File: src/logic/raster_pkg.sv
package raster_pkg;

	// Largest number of windows, and so of output channels.
	localparam int max_windows = 8;

	// Bits in one column or row coordinate.
	localparam int coord_bits = 12;

	// Frame sequencer state.
	// In IDLE no beat is offered and the scan position rests on pixel (0,0).
	typedef enum logic {
		IDLE   = 1'b0,
		ACTIVE = 1'b1
	} seq_state_t;

endpackage

File: src/logic/raster_if.sv
`timescale 1ns/10ps

interface raster_if;
	import raster_pkg::*;

	// Pulses on each cycle where a new beat enters the output registers.
	logic advance;

	// Pixel that the next advance loads.
	logic [coord_bits-1:0] col_next;
	logic [coord_bits-1:0] row_next;
	logic line_end_next;
	logic frame_start_next;

	modport counter (
		input  advance,
		output col_next,
		output row_next,
		output line_end_next,
		output frame_start_next
	);

	modport sequencer (
		output advance,
		input  frame_start_next
	);

	modport flagger (
		input advance,
		input col_next,
		input row_next
	);

	modport marker (
		input advance,
		input line_end_next,
		input frame_start_next
	);

endinterface

File: src/logic/frame_sequencer.sv
`timescale 1ns/10ps

module frame_sequencer #(
	parameter int EXT_FSYNC = 0
) (
	input  logic clk,
	input  logic resetn,
	input  logic fsync_i,
	input  logic m_tready_i,
	output logic m_tvalid_o,
	raster_if.sequencer scan
);
	import raster_pkg::*;

	seq_state_t state;
	logic armed;
	logic frame_go;
	logic frame_done;

	// Goes high one cycle after reset is released.
	always_ff @(posedge clk) begin
		if (!resetn)
			armed <= 1'b0;
		else
			armed <= 1'b1;
	end

	assign frame_go = (EXT_FSYNC != 0) ? fsync_i : armed;

	// Last pixel of the frame accepted, external mode only.
	assign frame_done = (EXT_FSYNC != 0) && m_tready_i && scan.frame_start_next;

	// At frame end the counter must stay on (0,0) for the next sync.
	always_comb begin
		if (state == ACTIVE)
			scan.advance = m_tready_i && !frame_done;
		else
			scan.advance = frame_go;
	end

	always_ff @(posedge clk) begin
		if (!resetn) begin
			state <= IDLE;
			m_tvalid_o <= 1'b0;
		end else if (state == IDLE) begin
			if (frame_go) begin
				state <= ACTIVE;
				m_tvalid_o <= 1'b1;
			end
		end else if (frame_done) begin
			state <= IDLE;
			m_tvalid_o <= 1'b0;
		end
	end

	a_idle_no_valid: assert property (@(posedge clk) disable iff (!resetn)
		(state == IDLE) |-> !m_tvalid_o);

	a_no_advance_on_stall: assert property (@(posedge clk) disable iff (!resetn)
		(state == ACTIVE && !m_tready_i) |-> !scan.advance);

endmodule

File: src/logic/raster_counter.sv
`timescale 1ns/10ps

module raster_counter (
	input  logic clk,
	input  logic resetn,
	input  logic [raster_pkg::coord_bits-1:0] width_i,
	input  logic [raster_pkg::coord_bits-1:0] height_i,
	raster_if.counter scan
);
	import raster_pkg::*;

	logic [coord_bits-1:0] col_q;
	logic [coord_bits-1:0] row_q;
	logic col_last;
	logic row_last;

	assign col_last = (col_q == width_i - 1'b1);
	assign row_last = (row_q == height_i - 1'b1);

	// Raster order, column first.
	always_ff @(posedge clk) begin
		if (!resetn) begin
			col_q <= '0;
			row_q <= '0;
		end else if (scan.advance) begin
			if (col_last) begin
				col_q <= '0;
				if (row_last)
					row_q <= '0;
				else
					row_q <= row_q + 1'b1;
			end else begin
				col_q <= col_q + 1'b1;
			end
		end
	end

	assign scan.col_next = col_q;
	assign scan.row_next = row_q;
	assign scan.line_end_next = col_last;
	assign scan.frame_start_next = (col_q == '0) && (row_q == '0);

	a_pos_in_image: assert property (@(posedge clk) disable iff (!resetn)
		(col_q < width_i) && (row_q < height_i));

endmodule

File: src/logic/raster_generator.sv
`timescale 1ns/10ps

module raster_generator #(
	parameter int WIN_NUM = 2,
	parameter int EXT_FSYNC = 0
) (
	input  logic clk,
	input  logic resetn,
	input  logic fsync_i,
	input  logic [raster_pkg::coord_bits-1:0] width_i,
	input  logic [raster_pkg::coord_bits-1:0] height_i,
	input  logic [raster_pkg::coord_bits-1:0] win_left_i [WIN_NUM],
	input  logic [raster_pkg::coord_bits-1:0] win_top_i [WIN_NUM],
	input  logic [raster_pkg::coord_bits-1:0] win_width_i [WIN_NUM],
	input  logic [raster_pkg::coord_bits-1:0] win_height_i [WIN_NUM],
	input  logic [WIN_NUM-1:0] win_dst_i [WIN_NUM],
	input  logic m_tready_i,
	output logic m_tvalid_o,
	output logic m_tlast_o,
	output logic [WIN_NUM:0] m_tuser_o
);
	import raster_pkg::*;

	logic [WIN_NUM-1:0] chan_flags;
	logic sof;

	if (WIN_NUM < 1 || WIN_NUM > max_windows) begin : g_bad_win_num
		$fatal(1, "raster_generator: WIN_NUM out of range");
	end

	raster_if scan ();

	frame_sequencer #(
		.EXT_FSYNC(EXT_FSYNC)
	) u_seq (
		.clk(clk),
		.resetn(resetn),
		.fsync_i(fsync_i),
		.m_tready_i(m_tready_i),
		.m_tvalid_o(m_tvalid_o),
		.scan(scan)
	);

	raster_counter u_cnt (
		.clk(clk),
		.resetn(resetn),
		.width_i(width_i),
		.height_i(height_i),
		.scan(scan)
	);

	window_flagger #(
		.WIN_NUM(WIN_NUM)
	) u_win (
		.clk(clk),
		.resetn(resetn),
		.win_left_i(win_left_i),
		.win_top_i(win_top_i),
		.win_width_i(win_width_i),
		.win_height_i(win_height_i),
		.win_dst_i(win_dst_i),
		.scan(scan),
		.chan_flags_o(chan_flags)
	);

	stream_marker u_mark (
		.clk(clk),
		.resetn(resetn),
		.m_tvalid_i(m_tvalid_o),
		.m_tready_i(m_tready_i),
		.scan(scan),
		.tlast_o(m_tlast_o),
		.sof_o(sof)
	);

	// Bit 0 is start of frame, channel flags above it.
	assign m_tuser_o = {chan_flags, sof};

	// While idle the scan always waits on pixel (0,0).
	a_idle_at_origin: assert property (@(posedge clk) disable iff (!resetn)
		(u_seq.state == IDLE) |-> scan.frame_start_next);

endmodule

File: src/logic/stream_marker.sv
`timescale 1ns/10ps

module stream_marker (
	input  logic clk,
	input  logic resetn,
	input  logic m_tvalid_i,
	input  logic m_tready_i,
	raster_if.marker scan,
	output logic tlast_o,
	output logic sof_o
);

	logic stalled;

	assign stalled = m_tvalid_i && !m_tready_i;

	// End of line and start of frame for the beat being loaded.
	always_ff @(posedge clk) begin
		if (!resetn) begin
			tlast_o <= 1'b0;
			sof_o <= 1'b0;
		end else if (scan.advance) begin
			tlast_o <= scan.line_end_next;
			sof_o <= scan.frame_start_next;
		end
	end

	// Beat must not change under back-pressure.
	a_tlast_stable: assert property (@(posedge clk) disable iff (!resetn)
		stalled |=> $stable(tlast_o));

	a_sof_stable: assert property (@(posedge clk) disable iff (!resetn)
		stalled |=> $stable(sof_o));

endmodule

File: src/logic/window_flagger.sv
`timescale 1ns/10ps

module window_flagger #(
	parameter int WIN_NUM = 2
) (
	input  logic clk,
	input  logic resetn,
	input  logic [raster_pkg::coord_bits-1:0] win_left_i [WIN_NUM],
	input  logic [raster_pkg::coord_bits-1:0] win_top_i [WIN_NUM],
	input  logic [raster_pkg::coord_bits-1:0] win_width_i [WIN_NUM],
	input  logic [raster_pkg::coord_bits-1:0] win_height_i [WIN_NUM],
	input  logic [WIN_NUM-1:0] win_dst_i [WIN_NUM],
	raster_if.flagger scan,
	output logic [WIN_NUM-1:0] chan_flags_o
);
	import raster_pkg::*;

	// One extra bit so left+width cannot wrap.
	logic [coord_bits:0] right_end [WIN_NUM];
	logic [coord_bits:0] bottom_end [WIN_NUM];
	logic [WIN_NUM-1:0] win_in;
	logic [WIN_NUM-1:0] chan_hit;

	for (genvar w = 0; w < WIN_NUM; w++) begin : g_win
		logic col_in;
		logic row_in;

		assign right_end[w] = win_left_i[w] + win_width_i[w];
		assign bottom_end[w] = win_top_i[w] + win_height_i[w];

		assign col_in = (scan.col_next >= win_left_i[w]) &&
			({1'b0, scan.col_next} < right_end[w]);
		assign row_in = (scan.row_next >= win_top_i[w]) &&
			({1'b0, scan.row_next} < bottom_end[w]);

		assign win_in[w] = col_in && row_in;
	end

	// A channel is hit if any covering window routes to it.
	always_comb begin
		chan_hit = '0;
		for (int w = 0; w < WIN_NUM; w++) begin
			if (win_in[w])
				chan_hit = chan_hit | win_dst_i[w];
		end
	end

	always_ff @(posedge clk) begin
		if (!resetn)
			chan_flags_o <= '0;
		else if (scan.advance)
			chan_flags_o <= chan_hit;
	end

	a_win_num_range: assert property (@(posedge clk)
		(WIN_NUM >= 1) && (WIN_NUM <= max_windows));

endmodule

File: config.mk
export PLATFORM = sky130hd
export DESIGN_NAME = raster_generator
export DESIGN_NICKNAME = d
export VERILOG_FILES = /design/src/logic/raster_pkg.sv /design/src/logic/raster_if.sv /design/src/logic/frame_sequencer.sv /design/src/logic/raster_counter.sv /design/src/logic/raster_generator.sv /design/src/logic/stream_marker.sv /design/src/logic/window_flagger.sv
export SDC_FILE = /design/constraint.sdc
export NUM_CORES = 1
export LEC_CHECK = 0
export ABC_AREA = 1
export BUFFER_PORTS_ARGS = -buffer_cell sky130_fd_sc_hd__buf_2
export CAP_MARGIN = 20
export CORE_ASPECT_RATIO = 0.8
export CORE_MARGIN = 4
export CORE_UTILIZATION = 53
export CTS_BUF_LIST = sky130_fd_sc_hd__clkbuf_16
export DETAILED_ROUTE_END_ITERATION = 10
export PLACE_DENSITY = 0.8
export SYNTH_ARGS = -nofsm -noshare
export SYNTH_HDL_FRONTEND = slang
export SYNTH_SLANG_ARGS = --single-unit
File: constraint.sdc
create_clock -name clk -period 2.9 [get_ports clk]
set_clock_uncertainty 0.2 [all_clocks]
set_input_delay 0.29 -clock clk [delete_from_list [all_inputs] [get_ports clk]]
set_output_delay 0.29 -clock clk [all_outputs]
set_load 0.05 [all_outputs]
* Word-level counts from Yosys, hierarchy flattened
Cells that the tools add are included.
Storage, ports and cells: bits in registers 31, input port bits 128, logic and storage cells 47
Cells by class: $add $sub $neg 8, order comparisons 8, eq/ne operators 2, mux-type cells 8, bitwise operators 2, reductions and logical operators 11
Operators by type and width (number):
- 12-bit by 12-bit adder with 13-bit output | 4
- 12-bit by 13-bit less-than comparator with 1-bit output | 4
- 12-bit >= comparator | 4
- 12-bit by 1-bit adder with 12-bit output, second input constant | 2
- 12-bit equality test | 2
- 12-bit logical NOT | 2
- 12-bit two-way mux | 2
- 12-bit by 1-bit subtractor with 12-bit output, second input constant | 2
- 1-bit logical AND | 7
- 1-bit two-way mux | 4
- 2-bit two-way mux | 2
- 2-bit AND reduction | 2
- 2-bit bitwise OR | 1
- 1-bit NOT | 1

* Logic depth before layout (Yosys ltp)
Gate-level depths: netlist of the first run.
depth after elaboration 7, gate-level depth with buffers 22, mapped depth without buffers 22

* Hierarchy
A second synthesis of the first run with hierarchy kept.
Second synthesis, totals: cell total of the unflattened synthesis 1219, area total of the unflattened synthesis 7390.8 um^2
Modules (own cells, without submodules):
- window_flagger | instances 1, cells each 713, area an instance 4543.1 um^2
- raster_counter | instances 1, cells each 481, area an instance 2661.3 um^2
- frame_sequencer | instances 1, cells each 12, area an instance 101.3 um^2
- stream_marker | instances 1, cells each 12, area an instance 77.6 um^2
- raster_generator | instances 1, cells each 1, area an instance 7.5 um^2

* Least setup slack after synthesis of the first run
No wires, ideal clock.
path type input port to flip-flop, start input port win_top_i[12] (netlist name), end register u_win.chan_flags_o[0], setup time 0.056 ns, data arrival time 2.616 ns, data required time 2.644 ns, path slack 0.028 ns, stages on the path 20, cell sequence ha_1 inv_1 fa_1 o21ai_0 a31oi_1 nor2_1 nor2_1 xor2_1 ha_1 nand2_1 nand2_1 nand2_1 nand2_1 nand4_1 nand3_1 nor2_1 nand4_1 nand3_1 nand2_1 inv_1
On the way: word-level cells in the longest chain between the ends 7
RTL lines:
- start, declared | RTL line raster_generator.sv:13 | input logic [raster_pkg::coord_bits-1:0] win_top_i [WIN_NUM],
- 12-bit by 12-bit adder with 13-bit output | RTL line window_flagger.sv:29 | assign bottom_end[w] = win_top_i[w] + win_height_i[w];
- 12-bit by 13-bit less-than comparator with 1-bit output | RTL line window_flagger.sv:34 | ({1'b0, scan.row_next} < bottom_end[w]);
- 1-bit logical AND * | RTL line window_flagger.sv:33 | assign row_in = (scan.row_next >= win_top_i[w]) &&
- 1-bit logical AND * | RTL line window_flagger.sv:36 | assign win_in[w] = col_in && row_in;
- 2-bit two-way mux * | RTL line window_flagger.sv:43 | if (win_in[w])
- 2-bit bitwise OR | RTL line window_flagger.sv:44 | chan_hit = chan_hit | win_dst_i[w];
- 2-bit two-way mux * | RTL line window_flagger.sv:43
- end signal, assigned | RTL line window_flagger.sv:52 | chan_flags_o <= chan_hit;
- end, declared | RTL line window_flagger.sv:14 | output logic [WIN_NUM-1:0] chan_flags_o
Mark *: on every way between the ends. The rest lies on a longest branch, timed or not. A chain may end at the register's enable or synchronous reset.

* Worst setup path in the final report of the first run
start input port win_width_i[0] (netlist name), end register u_win.chan_flags_o[0]
On the way: word-level cells in the longest chain between the ends 5
RTL lines:
- start, declared | RTL line raster_generator.sv:14 | input logic [raster_pkg::coord_bits-1:0] win_width_i [WIN_NUM],
- 12-bit by 12-bit adder with 13-bit output | RTL line window_flagger.sv:28 | assign right_end[w] = win_left_i[w] + win_width_i[w];
- 12-bit by 13-bit less-than comparator with 1-bit output | RTL line window_flagger.sv:32 | ({1'b0, scan.col_next} < right_end[w]);
- 1-bit logical AND | RTL line window_flagger.sv:31 | assign col_in = (scan.col_next >= win_left_i[w]) &&
- 1-bit logical AND | RTL line window_flagger.sv:36
- 2-bit two-way mux | RTL line window_flagger.sv:43
Every way passes these cells.

==> out/results.ini, run 1 <==
[sta]
hold_viol = 0
layout_min_cycle_time_ps = 2800
drv_slew = 0
setup_viol = 0
tightest_slew_ps = 534
slew_headroom_pct = 64.4
worst_slack_ps = 95.1
fmax_mhz = 357
fin_crit_sh_pct = 96.7
grt_setup_unrepaired = yes
setup_tns_ps = 0

[cts]
ctsHtreeMaxLevel = 2
cts-root-buf = clkbuf_16
clk_latency_ps = 270
cts_tree = done
numCtsBuffers = 5
cts.sinks = 31
clk_pin_slew_ps = 50
clockBufferDepth = 2

[layout]
num-fill-cells = 1184
areaGrowthSynthToFinish_pct = 22.7
final_area_sq_mm = 0.00854
antenna-diode-count = 0
nets = 1576
drive_gt1_share_pct = 18.5

[route]
drtIter0Drc = 457
drt-pass1-iter-count = 5
vias_per_cell = 5.17
avgRoutedWirePerCell_microns = 12.6
postRouteAntennaNets = 0
finalWirelength_mm = 18.6
drc = 0
dr_total_vias = 7625

[synth]
netlist_instances = 1106
ys_seq_area_share_pct = 8.92
synth_area_sq_mm = 0.00696
synthTopCellsByArea = ha_1 (26%), nand2_1 (14%), inv_1 (10%)
async_flop_share_pct = 0
synth_common_cells = nand2_1 (262), inv_1 (185), ha_1 (146), nor2_1 (96), a21oi_1 (86)
synth_most_common_cell = nand2_1
synth_largest_area_cell = ha_1
synth-edff-count = 0
yosys_register_bits = 31
ys.warnings.count = 0
yosysTopAreaCellShare_pct = 26.2
syn-num-nets = 1384
avgSynthCellArea_sq_um = 6.29
ys.flop_type = dfxtp_1
synth_cell_types = 40

[global_routing]
grt_overflow = 0
grt_pass1_wl_mm = 30.5
grt_max_degree = 18
grt_pass1_vias = 6899
grt_use_total_pct = 23.7
antenna_found_initial = 0

[worst_setup_path]
r2r_slack_ps = 620
r2r-end = u_cnt.scan.col_next[10]
cp.required_ps = 2920
rr_worst_depth = 9
worstSetupStartpoint = win_width_i[0]
arrival_ps = 2830
crit_fanout = 2
critPathCaptureType = flop
cp-start-kind = input pin
r2r_start = u_cnt.scan.col_next[1]
critPathKind = input pin to flop

[placement]
routabilityCongestion = 0.939
place_area_sq_mm = 0.00823
post-dp-hpwl_mm = 15.7
pre_cts_slack_ps = -258
io_buffers = 131

[status]
run_status = completed

[power]
clkPwrFrac_pct = 31.2
total_leakage_power_nw = 4.91
p_sw_uw = 759
sw_frac_of_total_pct = 35.3
combPwrFrac_pct = 48.0
p_int_mw = 1.39
power.density_mw_per_mm2 = 252
ir_worst_vdd_mv = 0.231
sequentialPowerShare_pct = 20.8

[run]
cap_violations = 0

[floorplan]
io_pins = 133
num_rows = 37
fp.coreArea_sq_mm = 0.0129
die_width_microns = 136
die_h_microns = 110
die-area_sq_mm = 0.0150
start_util_pct = 54.1

[min_path]
hold_depth = 1
whs_endpoint = u_seq.armed
worstHoldStart = resetn
min_path_type = input pin to flop

-- final cells by class --
type / count / area, sq um / area share, %
clock buffers: 5 / 125 / 1.47
clock inverters: 3 / 63.8 / 0.747
inverters: 187 / 702 / 8.22
multi-input cells: 878 / 5660 / 66.3
flip-flops and latches: 31 / 621 / 7.27
well taps: 175 / 219 / 2.56
repair buffers: 195 / 1150 / 13.5
-- power groups by stage --
stage	Combinational [mW]	Sequential [mW]	Clock (mW)
global route	1.18	0.448	0.691
detailed placement	1.00	0.456	0
finish	1.03	0.447	0.670
global placement	0.973	0.455	0
floorplan	0.640	0.462	0
CTS	1.01	0.447	0.673
-- metrics by stage --
stage / power, mW / utilization [%] / hold WS (ps) / std cells
finish: 2.15 / 66.3 / 97.1 / 1474
global placement: 1.43 / 64.0 / 269 / 1463
detailed placement: 1.46 / 64.0 / 275 / 1463
floorplan: 1.10 / - / 118 / 1106
CTS: 2.13 / 65.4 / 87.3 / 1471
global route: 2.32 / 66.3 / 99.5 / 1474
-- sequential cells by signal (all words and copies together), names as in the netlist --
register             count
u_win.chan_flags_o       2
u_seq.armed              1
u_mark.sof_o             1
u_cnt.scan.row_next     12
u_seq.m_tvalid_o         1
u_cnt.scan.col_next     12
u_seq.state              1
u_mark.tlast_o           1
-- cells by family (layout without fill, tap and decap cells) --
family	after synthesis	count (layout)	synth area share, %
xor gates and xnor gates	79	79	9.94
and+or+nand+nor	509	509	32.0
adders and majority gates	150	150	27.4
DFF	31	31	8.92
AOI/OAI and AO/OA	140	140	10.8
buffers and inverters	197	390	10.9
-- worst max-delay path: stages --
cell	delay [ps]
buf_6	80
ha_4	120
inv_2	40
fa_2	350
inv_1	60
nand2_1	50
a21oi_2	170
inv_1	70
nor2_2	110
nor2_2	60
nor2_1	100
nor2_1	60
xor2_1	140
ha_1	320
a21oi_2	140
o21bai_1	80
nand4_1	90
nand3_2	100
nor2_4	130
nand4_1	80
nand3_1	80
nand2_1	50
inv_1	40
-- what timing repair did --
action	in CTS	in global routing
endpoints found under the setup margin	0	2
resized for setup	0	30
hold endpoints to repair	0	0
setup buffers	0	3
hold buffers	0	0
-- cells in the final DEF (no fill, tap or decap), types with 20 or more instances in the layout --
cell type	synthesis	final
nand2_1	262	262
inv_1	185	185
ha_1	146	145
buf_2	2	129
nor2_1	96	92
a21oi_1	86	79
nand3_1	69	67
buf_4	1	64
xor2_1	54	54
dfxtp_1	31	31
o21ai_0	33	27
nand4_1	27	27
xnor2_1	25	25
nor3_1	21	20
-- routing by layer --
layer | track usage (%) | up-vias | wire length (microns)
met1 | 34.9 | 3360 | 9020
met3 | 2.82 | 23 | 1400
met5 | 0 | - | 0
met4 | 3.90 | 0 | 217
li1 | - | 3996 | -
met2 | 37.5 | 246 | 7940
-- worst max path at each step --
stage | end | slack [ps] | cells after the start
6_report | u_win.chan_flags_o[0] | 100 | 23
3_3_place_gp | u_win.chan_flags_o[0] | -150 | 23
4_1_cts | u_win.chan_flags_o[0] | 10 | 23
3_5_place_dp | u_win.chan_flags_o[0] | -260 | 23
5_1_grt | u_win.chan_flags_o[0] | -120 | 23
2_1_floorplan | u_win.chan_flags_o[0] | 30 | 20
(Power assumes the default switching activity.)
==> run 2: changes to the inputs <==
--- a/config.mk
+++ b/config.mk
@@ -6,14 +6,14 @@
 export NUM_CORES = 1
 export LEC_CHECK = 0
 export ABC_AREA = 1
-export BUFFER_PORTS_ARGS = -buffer_cell sky130_fd_sc_hd__buf_2
+export BUFFER_PORTS_ARGS = -buffer_cell sky130_fd_sc_hd__buf_4
 export CAP_MARGIN = 20
 export CORE_ASPECT_RATIO = 0.8
 export CORE_MARGIN = 4
-export CORE_UTILIZATION = 53
+export CORE_UTILIZATION = 45
 export CTS_BUF_LIST = sky130_fd_sc_hd__clkbuf_16
 export DETAILED_ROUTE_END_ITERATION = 10
-export PLACE_DENSITY = 0.8
+export PLACE_DENSITY = 0.7
 export SYNTH_ARGS = -nofsm -noshare
 export SYNTH_HDL_FRONTEND = slang
 export SYNTH_SLANG_ARGS = --single-unit
==> run 2 against run 1 <==
- final cell count rose by 2.4%
- critical path depth shrank 4
- final area up 3.8%
- global-route usage is 2.9 points lower
- die area grew 17%
- utilization fell by 7.5 points
- register-to-register slack worse by 20 ps
- count of clock-buffer cells in the layout did not move
- maximum frequency rose by 1.2%
- clock power down 12%
- flip-flop and latch count stayed put
- sequential power barely moved
- critical path type unchanged
==> out/results.ini, run 2 (synthesis results as in run 1) <==
[status]
run_status = completed

[worst_setup_path]
critPathKind = input pin to flop
worstSetupEndpoint = u_win.chan_flags_o[1]
r2r_start = u_cnt.scan.row_next[11]
worstSetupStartpoint = win_top_i[0]
max_stage_delay_ps = 390  ; +40 ps
crit_fanout = 3  ; +1
rr_worst_depth = 13  ; +4
r2r-end = u_win.chan_flags_o[1]
worstPathCellList = buf_4, ha_1, inv_1, fa_1, o21ai_1, buf_4, nand3_1, nand2_1, xnor2_1, ha_1, a21oi_1, nor3_1, nor3_1, nand2_1, nand3b_1, nand4_1, nand3_1, nand2_1, inv_1
critPathCaptureType = flop
arrival_ps = 2800  ; -30 ps
cp_slowest_cell = fa_1
worst_path_most_repeated_cell = nand2_1
cp.required_ps = 2920  ; about the same
r2r_slack_ps = 600  ; -20 ps
cp-start-kind = input pin

[sta]
fin_crit_sh_pct = 95.5  ; -1.2 points
fmax_mhz = 361  ; +1.2%
tightest_slew_ps = 542  ; +8.16 ps
layout_min_cycle_time_ps = 2770  ; -34.5 ps
setup_viol = 0  ; unchanged
hold_slack_ps = 38.8  ; -58.3 ps
slew_headroom_pct = 63.8  ; -0.54 points
grt_setup_unrepaired = yes
drv_slew = 0  ; unchanged
worst_slack_ps = 130  ; +34.5 ps
hold_viol = 0  ; unchanged

[floorplan]
start_util_pct = 46.2  ; -7.9 points
io_pins = 133  ; unchanged
die_h_microns = 119  ; +7.9%
die_width_microns = 147  ; +8.0%
num_rows = 40  ; +8.1%
fp.coreArea_sq_mm = 0.0151  ; +17%
die-area_sq_mm = 0.0175  ; +17%

[layout]
areaGrowthSynthToFinish_pct = 27.3
antenna-diode-count = 0  ; unchanged
nets = 1577  ; +0.063%
drive_gt1_share_pct = 18.1  ; -0.40 points
final_common_cell = nand2_1
stdcell_count = 1510  ; +2.4%
final_cell_mix = nand2_1 (261), buf_4 (194), inv_1 (183), ha_1 (145), nor2_1 (95)

[power]
total_leakage_power_nw = 5.01  ; +2.0%
power.density_mw_per_mm2 = 239  ; -5.1%
ir_worst_vdd_mv = 0.261  ; +13%

[run]
cap_violations = 0  ; unchanged

[cts]
cts-root-buf = clkbuf_16
cts_tree = done
cts.sinks = 31  ; unchanged
clk_pin_slew_ps = 50  ; about the same
clockBufferDepth = 2  ; unchanged
ctsHtreeMaxLevel = 2  ; unchanged
numCtsBuffers = 5  ; unchanged
post-cts-setup-buffer-count = 0  ; unchanged
clk_latency_ps = 280  ; about the same

[route]
dr_total_vias = 7452  ; -2.3%
postRouteAntennaNets = 0  ; unchanged
drc = 0  ; unchanged
vias_per_cell = 4.94  ; -4.6%
drtIter0Drc = 414  ; -9.4%
drt-pass1-iter-count = 5  ; unchanged
finalWirelength_mm = 18.8  ; +1.0%
avgRoutedWirePerCell_microns = 12.4  ; -1.4%

[global_routing]
antenna_found_initial = 0  ; unchanged
grt_max_degree = 18  ; unchanged
grt_pass1_wl_mm = 31.1  ; +2.1%
grt_use_total_pct = 20.9  ; -2.9 points
grt_overflow = 0  ; unchanged
grt_pass1_vias = 6797  ; -1.5%

[min_path]
min_path_type = input pin to flop
hold_depth = 1  ; unchanged

[placement]
post-dp-hpwl_mm = 16.2  ; +3.3%
routabilityCongestion = 0.904  ; -3.7%
io_buffers = 131  ; unchanged
dpl.cell_count = 1502  ; +2.7%
pre_cts_slack_ps = -226  ; +31.9 ps

==> run 2: cell types whose count changed in the layout (fill, tap and decap cells not counted), sizes merged <==
cell / before / now
clkinv: 1 / 3
bufinv: 2 / 1
buf: 195 / 196
inv: 187 / 186
==> run 2: worst min-delay path by stage <==
| stage | from | end | slack [ps] |
|---|---|---|---|
| after floorplan | resetn | u_seq.armed | 120 |
| after global placement | u_seq.state | u_seq.state | 270 |
| after detailed placement | u_seq.state | u_seq.state | 280 |
| after CTS | resetn | u_seq.armed | 30 |
| after global routing | resetn | u_seq.armed | 30 |
| final | resetn | u_seq.armed | 40 |
==> run 2: critical path: cells and delay by family <==
kind / cells / cell delay (ps)
AND/OR/NAND/NOR: 9 / 860
buffers and inverters: 4 / 360
XOR/XNOR: 1 / 120
AO/OA/AOI/OAI: 2 / 370
adder cells (fa/ha/maj): 3 / 810
==> run 2: through the flow <==
step           setup TNS, ps  util, %  cell area [sq um]  total power [mW]
5_1_grt                 -186     58.8               8860              2.29
2_1_floorplan              0        -               6960              1.10
3_5_place_dp            -445     57.3               8630              1.52
6_report                   0     58.8               8860              2.12
3_3_place_gp            -287     57.3               8630              1.50
4_1_cts                    0     58.4               8800              2.11
==> run 2: layer usage <==
layer  vias up  track usage, %  share of wire [%]
met5         -               0                  0
met4         0            3.03               0.59
met3        10            2.97                6.4
met2       191            32.1                 41
met1      3255            31.4                 52
li1       3996               -                  -
==> run 2: layout make-up <==
class	count	area, sq um
clock buffer	5	125
clock inverter	3	38.8
fill	1496	6210
inverter	187	704
multi-input combinational	878	5630
sequential	31	621
tap	210	263
timing repair buffer	196	1480
==> run 2: power breakdown <==
group	leakage, nW	switching (mW)	internal (mW)
registers	0.252	0.0120	0.436
clock network	0.0812	0.190	0.400
logic	4.68	0.560	0.519
total	5.01	0.762	1.35
==> run 2: timing repair <==
item | 4_1_cts | 5_1_grt
hold buffers | 0 | 0
endpoints found under the hold margin | 0 | 0
gates resized for setup | 0 | 21
setup endpoints to repair | 0 | 2
